==> config.mk <==
export PLATFORM = sky130hd
export DESIGN_NAME = calc_top
export DESIGN_NICKNAME = d
export VERILOG_FILES = /design/src/calc_pkg.sv /design/src/calc_fsm.sv /design/src/shift_add_multiplier.sv /design/src/signmag_adder.sv /design/src/operand_builder.sv /design/src/calc_top.sv
export VERILOG_INCLUDE_DIRS = /design/src
export SDC_FILE = /design/constraint.sdc
export NUM_CORES = 1
export LEC_CHECK = 0
export BUFFER_PORTS_ARGS = -buffer_cell sky130_fd_sc_hd__buf_2
export CAP_MARGIN = 20
export CORE_UTILIZATION = 50
export DETAILED_ROUTE_END_ITERATION = 6
export GPL_ROUTABILITY_DRIVEN = 0
export PLACE_DENSITY = 0.79
export SLEW_MARGIN = 20
export SYNTH_ARGS = -nofsm -noshare
export SYNTH_HDL_FRONTEND = slang
export SYNTH_SLANG_ARGS = --single-unit
==> constraint.sdc <==
create_clock -name clk -period 4.6 [get_ports clk]
set_clock_uncertainty 0.15 [all_clocks]
set_input_delay 1.38 -clock clk [delete_from_list [all_inputs] [get_ports clk]]
set_output_delay 1.38 -clock clk [all_outputs]
set_load 0.01 [all_outputs]
==> src/calc_defs.svh <==
// Width and iteration constants for the calculator core, included by RTL and testbench
`ifndef CALC_DEFS_SVH
`define CALC_DEFS_SVH

// Display word, sign in the top bit
`define CALC_W 16
`define MAG_W 15

// Each entered digit scales the operand by this
`define DIGIT_BASE 10

// One shift-add pass per magnitude bit
`define MULT_STEPS 15

`endif

==> src/calc_pkg.sv <==
// Shared types for the calculator RTL, imported by every design module
`default_nettype none

`include "calc_defs.svh"

package calc_pkg;

    typedef enum logic [3:0] {
        WAIT_OP1, WAIT_MULT_OP1, ADD_KEY_OP1,
        WAIT_OP2, WAIT_MULT_OP2, ADD_KEY_OP2,
        SEND_TO_COMPUTE, WAIT_COMPUTE, SHOW_RESULT
    } calc_state_t;

    typedef enum logic [2:0] {
        OP_NONE = 3'd0,
        OP_NEG  = 3'd1,
        OP_ADD  = 3'd2,
        OP_SUB  = 3'd3,
        OP_MUL  = 3'd4
    } op_code_t;

    typedef struct packed {
        logic              sign;
        logic [`MAG_W-1:0] mag;
    } signmag_t;

    typedef struct packed {
        signmag_t a;
        signmag_t b;
        logic     sub;
    } arith_req_t;

    typedef struct packed {
        signmag_t a;
        signmag_t b;
    } mult_req_t;

    // Orders from the controller to the operand registers
    typedef struct packed {
        logic [1:0] sel;
        logic       negate;
        logic       load_product;
        logic       add_digit;
        logic       clear;
    } builder_cmd_t;

endpackage

`default_nettype wire

==> src/calc_fsm.sv <==
// Calculator controller, sequences digit entry, operator latching and the final computation
`default_nettype none

`include "calc_defs.svh"

module calc_fsm import calc_pkg::*; (
    input  logic         clk,
    input  logic         nRST,
    input  logic [3:0]   keypad_input,
    input  logic         read_input,
    input  op_code_t     operator_input,
    input  logic         equal_input,
    input  logic         mult_finish,
    input  logic         add_finish,
    input  signmag_t     op1,
    input  signmag_t     op2,
    output builder_cmd_t cmd,
    output logic [3:0]   digit,
    output mult_req_t    mult_req,
    output logic         mult_start,
    output arith_req_t   arith_req,
    output logic         add_start,
    output logic         key_read,
    output logic         complete,
    output logic         result_sel
);
    localparam signmag_t BASE_NUM = '{sign: 1'b0, mag: `MAG_W'(`DIGIT_BASE)};

    calc_state_t state, next_state;
    op_code_t    op_q;
    logic        in_entry, sel_op2;
    logic        op_key, neg_key;
    logic        take_equal, take_op, take_neg, take_digit;

    assign in_entry = (state == WAIT_OP1) || (state == WAIT_OP2);
    assign sel_op2  = (state == WAIT_OP2) || (state == WAIT_MULT_OP2) || (state == ADD_KEY_OP2);
    assign op_key   = operator_input inside {OP_ADD, OP_SUB, OP_MUL};
    assign neg_key  = (operator_input == OP_NEG);

    // Equal wins, then operator, then negate, then digit
    assign take_equal = (state == WAIT_OP2) && equal_input;
    assign take_op    = in_entry && !take_equal && op_key;
    assign take_neg   = in_entry && !take_equal && neg_key;
    assign take_digit = in_entry && !take_equal && !op_key && !neg_key && read_input;

    assign result_sel = (op_q == OP_MUL);

    always_comb begin
        next_state = state;
        case (state)
            WAIT_OP1:
                if (take_op) next_state = WAIT_OP2;
                else if (take_digit) next_state = WAIT_MULT_OP1;
            WAIT_MULT_OP1:
                if (mult_finish) next_state = ADD_KEY_OP1;
            ADD_KEY_OP1:     next_state = WAIT_OP1;
            WAIT_OP2:
                if (take_equal) next_state = SEND_TO_COMPUTE;
                else if (take_digit) next_state = WAIT_MULT_OP2;
            WAIT_MULT_OP2:
                if (mult_finish) next_state = ADD_KEY_OP2;
            ADD_KEY_OP2:     next_state = WAIT_OP2;
            SEND_TO_COMPUTE: next_state = WAIT_COMPUTE;
            WAIT_COMPUTE:
                if (add_finish || mult_finish) next_state = SHOW_RESULT;
            default:         next_state = WAIT_OP1;
        endcase
    end

    always_comb begin
        cmd              = '0;
        cmd.sel          = {1'b0, sel_op2};
        cmd.negate       = take_neg;
        cmd.load_product = ((state == WAIT_MULT_OP1) || (state == WAIT_MULT_OP2)) && mult_finish;
        cmd.add_digit    = (state == ADD_KEY_OP1) || (state == ADD_KEY_OP2);
        cmd.clear        = (state == SHOW_RESULT);
    end

    always_ff @(posedge clk or negedge nRST) begin
        if (!nRST) begin
            state      <= WAIT_OP1;
            op_q       <= OP_NONE;
            key_read   <= 1'b0;
            complete   <= 1'b0;
            mult_start <= 1'b0;
            add_start  <= 1'b0;
        end else begin
            state      <= next_state;
            key_read   <= take_op || take_neg || cmd.add_digit;
            complete   <= (state == SHOW_RESULT);
            mult_start <= take_digit || ((state == SEND_TO_COMPUTE) && (op_q == OP_MUL));
            add_start  <= (state == SEND_TO_COMPUTE) && (op_q != OP_MUL);
            if (take_op) begin
                op_q <= operator_input;
            end
        end
    end

    // Operands handed to the arithmetic units
    always_ff @(posedge clk) begin
        if (take_digit) begin
            digit      <= keypad_input;
            mult_req.a <= sel_op2 ? op2 : op1;
            mult_req.b <= BASE_NUM;
        end else if (state == SEND_TO_COMPUTE) begin
            mult_req.a <= op1;
            mult_req.b <= op2;
        end
        if (state == SEND_TO_COMPUTE) begin
            arith_req <= '{a: op1, b: op2, sub: (op_q == OP_SUB)};
        end
    end

    a_ack_excl: assert property (@(posedge clk) disable iff (!nRST) !(key_read && complete));

endmodule

`default_nettype wire

==> src/shift_add_multiplier.sv <==
// Iterative sign-magnitude multiplier, one shift-add step per clock after a start pulse
`default_nettype none

`include "calc_defs.svh"

module shift_add_multiplier import calc_pkg::*; (
    input  logic      clk,
    input  logic      nRST,
    input  logic      start,
    input  mult_req_t req,
    output signmag_t  product,
    output logic      finish
);
    localparam int CNT_W = $clog2(`MULT_STEPS + 1);

    logic [CNT_W-1:0]  count;
    logic [`MAG_W-1:0] mcand, mplier, acc;
    logic              sign_q;

    always_ff @(posedge clk or negedge nRST) begin
        if (!nRST) begin
            count  <= '0;
            finish <= 1'b0;
        end else begin
            // Last step in flight means the product is ready next cycle
            finish <= (count == CNT_W'(1));
            if (start) begin
                count <= CNT_W'(`MULT_STEPS);
            end else if (count != '0) begin
                count <= count - CNT_W'(1);
            end
        end
    end

    always_ff @(posedge clk) begin
        if (start) begin
            mcand  <= req.a.mag;
            mplier <= req.b.mag;
            acc    <= '0;
            sign_q <= req.a.sign ^ req.b.sign;
        end else if (count != '0) begin
            if (mplier[0]) begin
                acc <= acc + mcand;
            end
            // High bits fall off, giving the wrap
            mcand  <= mcand << 1;
            mplier <= mplier >> 1;
        end
    end

    // No negative zero
    assign product = '{sign: sign_q && (acc != '0), mag: acc};

    a_no_restart: assert property (@(posedge clk) disable iff (!nRST) start |-> count == '0);

endmodule

`default_nettype wire

==> src/signmag_adder.sv <==
// Registered sign-magnitude adder and subtractor, result one cycle after start
`default_nettype none

module signmag_adder import calc_pkg::*; (
    input  logic       clk,
    input  logic       nRST,
    input  logic       start,
    input  arith_req_t req,
    output signmag_t   sum,
    output logic       finish
);
    logic     b_sign;
    signmag_t next_sum;

    always_comb begin
        // Subtract is add with b's sign flipped
        b_sign = req.b.sign ^ req.sub;
        if (req.a.sign == b_sign) begin
            next_sum.mag  = req.a.mag + req.b.mag;
            next_sum.sign = req.a.sign;
        end else if (req.a.mag >= req.b.mag) begin
            next_sum.mag  = req.a.mag - req.b.mag;
            next_sum.sign = req.a.sign;
        end else begin
            next_sum.mag  = req.b.mag - req.a.mag;
            next_sum.sign = b_sign;
        end
        if (next_sum.mag == '0) begin
            next_sum.sign = 1'b0;
        end
    end

    always_ff @(posedge clk or negedge nRST) begin
        if (!nRST) begin
            finish <= 1'b0;
        end else begin
            finish <= start;
        end
    end

    always_ff @(posedge clk) begin
        if (start) begin
            sum <= next_sum;
        end
    end

    a_one_cycle: assert property (@(posedge clk) disable iff (!nRST) start |=> finish);

endmodule

`default_nettype wire

==> src/operand_builder.sv <==
// Holds both calculator operands and applies the controller's sign, load and digit orders
`default_nettype none

`include "calc_defs.svh"

module operand_builder import calc_pkg::*; (
    input  logic         clk,
    input  logic         nRST,
    input  builder_cmd_t cmd,
    input  logic [3:0]   digit,
    input  signmag_t     product,
    output signmag_t     op1,
    output signmag_t     op2
);
    signmag_t upd;
    logic     write_en;

    assign write_en = cmd.negate || cmd.load_product || cmd.add_digit;

    always_comb begin
        upd = (cmd.sel == 2'd1) ? op2 : op1;
        if (cmd.negate) begin
            upd.sign = ~upd.sign;
        end
        // Sign survives the ten-times load
        if (cmd.load_product) begin
            upd.mag = product.mag;
        end
        if (cmd.add_digit) begin
            upd.mag = upd.mag + {{(`MAG_W-4){1'b0}}, digit};
        end
    end

    always_ff @(posedge clk or negedge nRST) begin
        if (!nRST) begin
            op1 <= '0;
            op2 <= '0;
        end else if (cmd.clear) begin
            op1 <= '0;
            op2 <= '0;
        end else if (write_en) begin
            if (cmd.sel == 2'd1) begin
                op2 <= upd;
            end else begin
                op1 <= upd;
            end
        end
    end

endmodule

`default_nettype wire

==> src/calc_top.sv <==
// Calculator core top level, wires the controller to operands, adder and multiplier
`default_nettype none

`include "calc_defs.svh"

module calc_top import calc_pkg::*; (
    input  logic       clk,
    input  logic       nRST,
    input  logic [3:0] keypad_input,
    input  logic       read_input,
    input  op_code_t   operator_input,
    input  logic       equal_input,
    output logic       key_read,
    output logic       complete,
    output signmag_t   display_output
);
    builder_cmd_t      cmd;
    logic [3:0]        digit;
    signmag_t          op1, op2, product, sum, result;
    mult_req_t         mult_req;
    arith_req_t        arith_req;
    logic              mult_start, mult_finish, add_start, add_finish, result_sel;
    logic [`CALC_W-1:0] shown_q;

    calc_fsm u_fsm (
        .clk, .nRST, .keypad_input, .read_input, .operator_input, .equal_input,
        .mult_finish, .add_finish, .op1, .op2,
        .cmd, .digit, .mult_req, .mult_start, .arith_req, .add_start,
        .key_read, .complete, .result_sel
    );

    operand_builder u_operands (
        .clk, .nRST, .cmd, .digit, .product, .op1, .op2
    );

    shift_add_multiplier u_mult (
        .clk, .nRST, .start(mult_start), .req(mult_req), .product, .finish(mult_finish)
    );

    signmag_adder u_adder (
        .clk, .nRST, .start(add_start), .req(arith_req), .sum, .finish(add_finish)
    );

    assign result = result_sel ? product : sum;

    always_ff @(posedge clk or negedge nRST) begin
        if (!nRST) begin
            shown_q <= '0;
        end else if (complete) begin
            shown_q <= result;
        end
    end

    // New value shows in the complete cycle, then the held copy takes over
    assign display_output = complete ? result : signmag_t'(shown_q);

endmodule

`default_nettype wire

==> Word level (Yosys, flattened, before mapping) <==
Index checks and enable logic that the tools add are counted.
{ "totals": {"latch_bits": 0, "in_bits": 11, "mem_bits_ro": 0, "regBits": 196, "ramBits": 0, "mem_count": 0, "out_inout_bits": 18} }
{ "op_classes": {"div": 0, "eq_ne": 23, "bitwise": 3, "reduce_logical": 38, "order_cmp": 1, "shift": 0, "mul": 0, "mux": 30, "addsub": 6} }
{ "ops": {"columns": ["operator", "count"], "rows": [
  ["16-bit two-way mux", 11],
  ["15-bit two-way mux", 6],
  ["32-bit two-way mux", 2],
  ["4-bit two-way mux", 9],
  ["15-bit adder", 2],
  ["15-bit subtractor", 2],
  ["4-bit one-hot mux with 7 select lines", 1],
  ["4-bit by 3-bit == test with 1-bit output (second input constant)", 4],
  ["15-bit by 4-bit adder with 15-bit output", 1],
  ["15-bit >= comparator", 1],
  ["15-bit logical NOT", 1],
  ["15-bit nonzero test", 1],
  ["1-bit logical AND", 11],
  ["1-bit logical OR", 11],
  ["3-bit by 2-bit == test with 1-bit output (second input constant)", 3],
  ["4-bit by 1-bit == test with 1-bit output (second input constant)", 2],
  ["4-bit by 2-bit == test with 1-bit output (second input constant)", 2],
  ["2-bit nonzero test", 4],
  ["3-bit == test (second input constant)", 2],
  ["2-bit by 1-bit != test with 1-bit output (second input constant)", 3],
  ["3-bit by 1-bit != test with 1-bit output (second input constant)", 2],
  ["2-bit AND reduction", 3],
  ["5-bit AND reduction", 1],
  ["4-bit == test (second input constant)", 1],
  ["12 further kinds", 15]
]} }

==> Longest topological paths before layout <==
{ "logic_depth": {"depth_word": 10, "ltp_mapped": 19} }

==> Hierarchy <==
From an unflattened synthesis, not the netlist that was laid out.
{ "unflattened": {"cells_unflattened": 1148, "hier_area_um2": 11876.4} }
{ "modules_own_cells": {"columns": ["module", "seq_area_each_um2", "n_inst", "cells_per_inst", "area_each_um2"], "rows": [
  ["calc_fsm", 2187.1, 1, 223, 3071.7],
  ["signmag_adder", 505.5, 1, 380, 3055.4],
  ["shift_add_multiplier", 1356.3, 1, 254, 2861.5],
  ["operand_builder", 800.8, 1, 222, 2142.1],
  ["calc_top", 400.4, 1, 69, 745.7]
]} }

==> Worst setup path after synthesis <==
No wires, ideal clock.
{ "synth_path": {"kind": "register to register", "from": "reg u_fsm.state[0]", "to": "reg, netlist name u_operands.op2[14]", "path_stages_with_launch": 20, "setup_time_ns": 0.083, "t_arrival_ns": 4.055, "n_path_buf": 4, "slack_ns": 0.312, "required_time_ns": 4.367, "cell_sequence": "dfrtp_1 > buf_2 > xnor2_1 > nor4b_2 > buf_2 > buf_1 > clkbuf_1 > nand2_1 > o21ai_0 > ha_1 > inv_1 > fa_1 > o21ai_0 > and2_1 > nor3b_1 > nand4_1 > nor4b_1 > xnor2_1 > nand2_1 > o21ai_0"} }
{ "synth_via": {"elab_chain_len": 10, "word_cells_on_any_way": 29} }
{ "synth_lines": {"columns": ["element", "line_no", "source"], "rows": [
  ["start: declaration", "calc_fsm.sv:29", "calc_state_t state, next_state;"],
  ["start signal: assignment", "calc_fsm.sv:88", "state <= next_state;"],
  ["4-bit by 2-bit == test with 1-bit output or 4-bit by 3-bit == test with 1-bit output (tied branches)", null, null],
  ["1-bit logical OR (2 in series)", "calc_fsm.sv:36", "assign sel_op2 = (state == WAIT_OP2) || (state == WAIT_MULT_OP2) || (state == ADD_KEY_OP2);"],
  ["16-bit two-way mux", "operand_builder.sv:21", "upd = (cmd.sel == 2'd1) ? op2 : op1;"],
  ["15-bit two-way mux", "operand_builder.sv:26", "if (cmd.load_product) begin"],
  ["15-bit by 4-bit adder with 15-bit output", "operand_builder.sv:30", "upd.mag = upd.mag + {{(`MAG_W-4){1'b0}}, digit};"],
  ["15-bit two-way mux", "operand_builder.sv:29", "if (cmd.add_digit) begin"],
  ["16-bit two-way mux", "operand_builder.sv:42", "if (cmd.sel == 2'd1) begin"],
  ["16-bit two-way mux", "operand_builder.sv:41", "end else if (write_en) begin"],
  ["16-bit two-way mux", "operand_builder.sv:38", "end else if (cmd.clear) begin"]
]} }
Parallel ways exist; a longest one is shown, timed or not. The select of a mux whose other input is x is not followed.
A chain may end at the register's enable or synchronous reset.

==> key figures <==
Run status
  • Failing checks: DRC
  • Outcome: finished, violations left

Final layout
  • Number of filler cells placed in the layout: 1817
  • Area taken by multi-input logic gates: 5590 µm²
  • Synth-to-layout area growth: 9.02%
  • Non-filler cells, final: 1450
  • Antenna diode count: 0
  • Commonest cells after routing, fill and taps aside: 158 x nand2_1, 100 x edfxtp_1, 87 x a21oi_1
  • Share of layout cells above drive strength 1: 12.1%
  • Register cell area after layout: 5250 µm²
  • Final net count: 1237
  • Util after Layout: 56.1%
  • Commonest non-fill, non-tap cell in the layout: nand2_1
  • Summed area of non-filler cells in the final layout: 12300 µm²

Clock tree
  • Clock transition at the register clock pins on the worst setup and hold paths after CTS: 70 ps
  • Clk sinks: 196
  • Number of buffers inserted during clock tree synthesis: 17
  • Maximum level of the CTS H-tree: 4
  • Postcts setup bufs: 0
  • Clock tree from TritonCTS: yes
  • CTS root buf: clkbuf_16
  • Clock insertion delay at the later pin of the skew report: 440 ps
  • Number of buffers inserted by hold repair at cts: 0
  • Post-CTS resize count: 0
  • Maximum buffer depth of the clock tree: 2

Critical path
  • Setup CP Type: register to register
  • Endpoint class of the critical path: register
  • Reg2reg path depth: 11
  • Top delay family on crit path: simple AND/OR/NAND/NOR gates
  • Slowest stage delay, CP: 740 ps
  • Setup slack of the worst register-to-register path: 210 ps
  • Critical path data arrival time: 4420 ps
  • Critical-path cell list: inv_1, ha_1, nor2b_1, o31a_1, o31a_2, nor3_2, a21oi_1, or4_4, or4b_1, nor4_2, a21oi_1
  • Category of the worst setup path launch point: register
  • Max Fanout on Critical Path: 12
  • Endpoint of the most critical register-to-register path: u_adder.sum[15]
  • Buf+Inv Stages, Crit Path: 1
  • Required time at the endpoint of the critical path: 4630 ps
  • CP most frequent cell: a21oi_1
  • Crit Reg-Reg Startpoint: u_fsm.arith_req[2]
  • Cell with the biggest individual delay on the critical path: nor3_2

Timing
  • Final number of hold-violating endpoints: 0
  • Pins over their slew limit: 0
  • Sum of negative setup slack: 0 ps
  • Worst slew margin relative to its limit: 30.3%
  • Final setup violation count: 0
  • Upper clock frequency limit: 228 MHz
  • Actual transition at the worst max-transition pin: 1050 ps
  • Final critical path time including I/O delays and setup: 4390 ps
  • Ratio of final minimum period to clock period: 95.5%
  • Unrepaired setup endpoints after global routing: false

Global routing
  • Via count of the first global-routing pass: 8181
  • Global route hottest layer: met2
  • GR Util All Layers: 24.0%
  • Global-route congestion overflow total: 0
  • Global-route wire length before repair: 43.3 mm
  • Number of antenna violations at the first check in global routing: 0
  • Global-route met2 utilization: 39.0%
  • Met3 demand-to-capacity share in global routing: 4.66%
  • Met1 usage: 31.2%
  • Maximum number of pins on one net before global-route repair: 66

Logic synthesis
  • Syn Area/Cell: 9.87 µm²
  • Post-synthesis instance area: 11300 µm²
  • Main flop type after synthesis: edfxtp_1
  • Post-synthesis sequential element count: 196
  • Seq/Total Area, Yosys: 46.5%
  • EDFF count, synth: 100
  • Async set or reset register ratio after synthesis: 33.2%
  • YS warnings: 0
  • Net count after synthesis: 1224
  • Number of instances in the synthesized netlist: 1144
  • Distinct cells, synth: 77

Worst hold path
  • Endpoint of the worst hold path: u_fsm.mult_req[8]
  • Type of the worst min-delay path: register to register
  • HP Start: u_fsm.mult_req[8]
  • Hold depth: 2

Floorplan
  • Initial standard-cell utilization of the core: 51.4%
  • Core Footprint: 22000 µm²
  • Area enclosed by the die boundary: 23200 µm²
  • Height of the die: 152 µm
  • Site row count: 54
  • I/O Pins: 29
  • Die X: 152 µm

Routing
  • Routed Wire Length: 27.2 mm
  • Post-detailed-route DRC marker count: 4
  • Detailed-router iteration count before antenna repair: 7
  • Via density: 6.07
  • Routed Antenna Nets: 0
  • Average wire length per cell after detail routing: 18.8 µm
  • 1st-iter DRT viols: 971
  • Via count of the routed design: 8804

Placement
  • Placement-stage cell area: 11700 µm²
  • Detail Placement HPWL: 20.0 mm
  • I/O Buffers: 28
  • Placed cell count: 1418

Power
  • Leakage power summed over all cells: 0.00510 µW
  • Total power: 8470 µW
  • Power density relative to cell area: 688 nW/µm²
  • Peak ir drop on the vdd network: 0.309 mV

Run
  • Max-capacitance violation count: 0
==> registers in the layout, indices dropped and copies added, names as in the netlist <==
name / flops
u_mult.acc: 15
u_fsm.arith_req: 33
u_mult.finish: 1
u_fsm.mult_start: 1
u_mult.mcand: 15
u_operands.op2: 16
u_fsm.op_q: 3
u_mult.mplier: 15
u_fsm.complete: 1
u_operands.op1: 16
u_adder.sum: 16
u_fsm.key_read: 1
u_fsm.digit: 4
shown_q: 16
u_fsm.state: 4
u_adder.finish: 1
u_mult.sign_q: 1
u_fsm.add_start: 1
u_fsm.mult_req: 32
u_mult.count: 4
==> stage by stage <==
| step | hold WS (ps) | worst slack [ps] |
|---|---|---|
| global placement | 293 | 390 |
| finish | 305 | 209 |
| detailed placement | 295 | 281 |
| floorplan | 282 | 312 |
| global route | 328 | 8.68 |
| CTS | 306 | 258 |
==> per-layer routing <==
layer / vias to the layer above / part of all wire [%]
met3: 84 / 7.7
met4: 0 / 3.7
met5: - / 0
met2: 405 / 46
met1: 4156 / 43
li1: 4159 / -
==> how the worst max path moves through the flow <==
stage,end,from,depth (start not counted)
after floorplan,u_operands.op2[14],u_fsm.state[0],19
after global placement,u_adder.sum[15],u_fsm.arith_req[2],11
after detailed placement,u_adder.sum[15],u_fsm.arith_req[2],11
after CTS,u_adder.sum[15],u_fsm.arith_req[2],11
after global routing,u_adder.sum[15],u_fsm.arith_req[2],11
final,u_adder.sum[15],u_fsm.arith_req[2],11
==> worst min-delay path, delay by kind of cell (launching register included) <==
kind | cells | cell delay, ps
flops | 1 | 310
compound gates | 1 | 50
simple gates | 1 | 50
==> power breakdown <==
group,total (µW),internal [µW],switching [µW]
combinational,3830,1550,2290
clock,1430,791,639
sequential,3210,2590,617
==> area by class of cell <==
| cell class | count | share of cell area [%] |
|---|---|---|
| Tap cell | 280 | 2.85 |
| Inverter | 65 | 1.98 |
| Clock inverter | 11 | 0.823 |
| Multi-Input combinational cell | 827 | 45.4 |
| Timing Repair Buffer | 50 | 2.48 |
| Clock buffer | 21 | 3.82 |
| Sequential cell | 196 | 42.7 |
==> synthesized netlist by cell type (10+ instances only) <==
| cell type | count | area share, % |
|---|---|---|
| a211oi_1 | 15 | 1.0 |
| a21o_1 | 12 | 0.80 |
| a21oi_1 | 88 | 3.9 |
| a22o_1 | 19 | 1.5 |
| clkbuf_1 | 39 | 1.3 |
| dfrtp_1 | 65 | 14 |
| dfxtp_1 | 31 | 5.5 |
| edfxtp_1 | 100 | 27 |
| ha_1 | 64 | 7.1 |
| inv_1 | 63 | 2.1 |
| mux2_2 | 34 | 3.4 |
| mux2i_1 | 30 | 2.7 |
| nand2_1 | 158 | 5.3 |
| nand2b_1 | 10 | 0.55 |
| nand4_1 | 14 | 0.78 |
| nor2_1 | 73 | 2.4 |
| nor2b_1 | 17 | 0.94 |
| nor3_1 | 29 | 1.3 |
| nor4_1 | 10 | 0.55 |
| o21a_1 | 12 | 0.80 |
| o21ai_0 | 70 | 3.1 |
| or3_1 | 12 | 0.66 |
| xnor2_1 | 22 | 1.7 |
| xor2_1 | 12 | 0.93 |
==> cells by family after synthesis <==
group | count (synthesis) | share of synthesized area, %
mux | 64 | 6.05
buf+inv | 121 | 4.28
flops | 196 | 46.5
simple gates | 374 | 16.0
xor+xnor | 34 | 2.64
fa+ha+maj | 69 | 7.98
compound gates | 286 | 16.6
(Power assumes the default switching activity.)
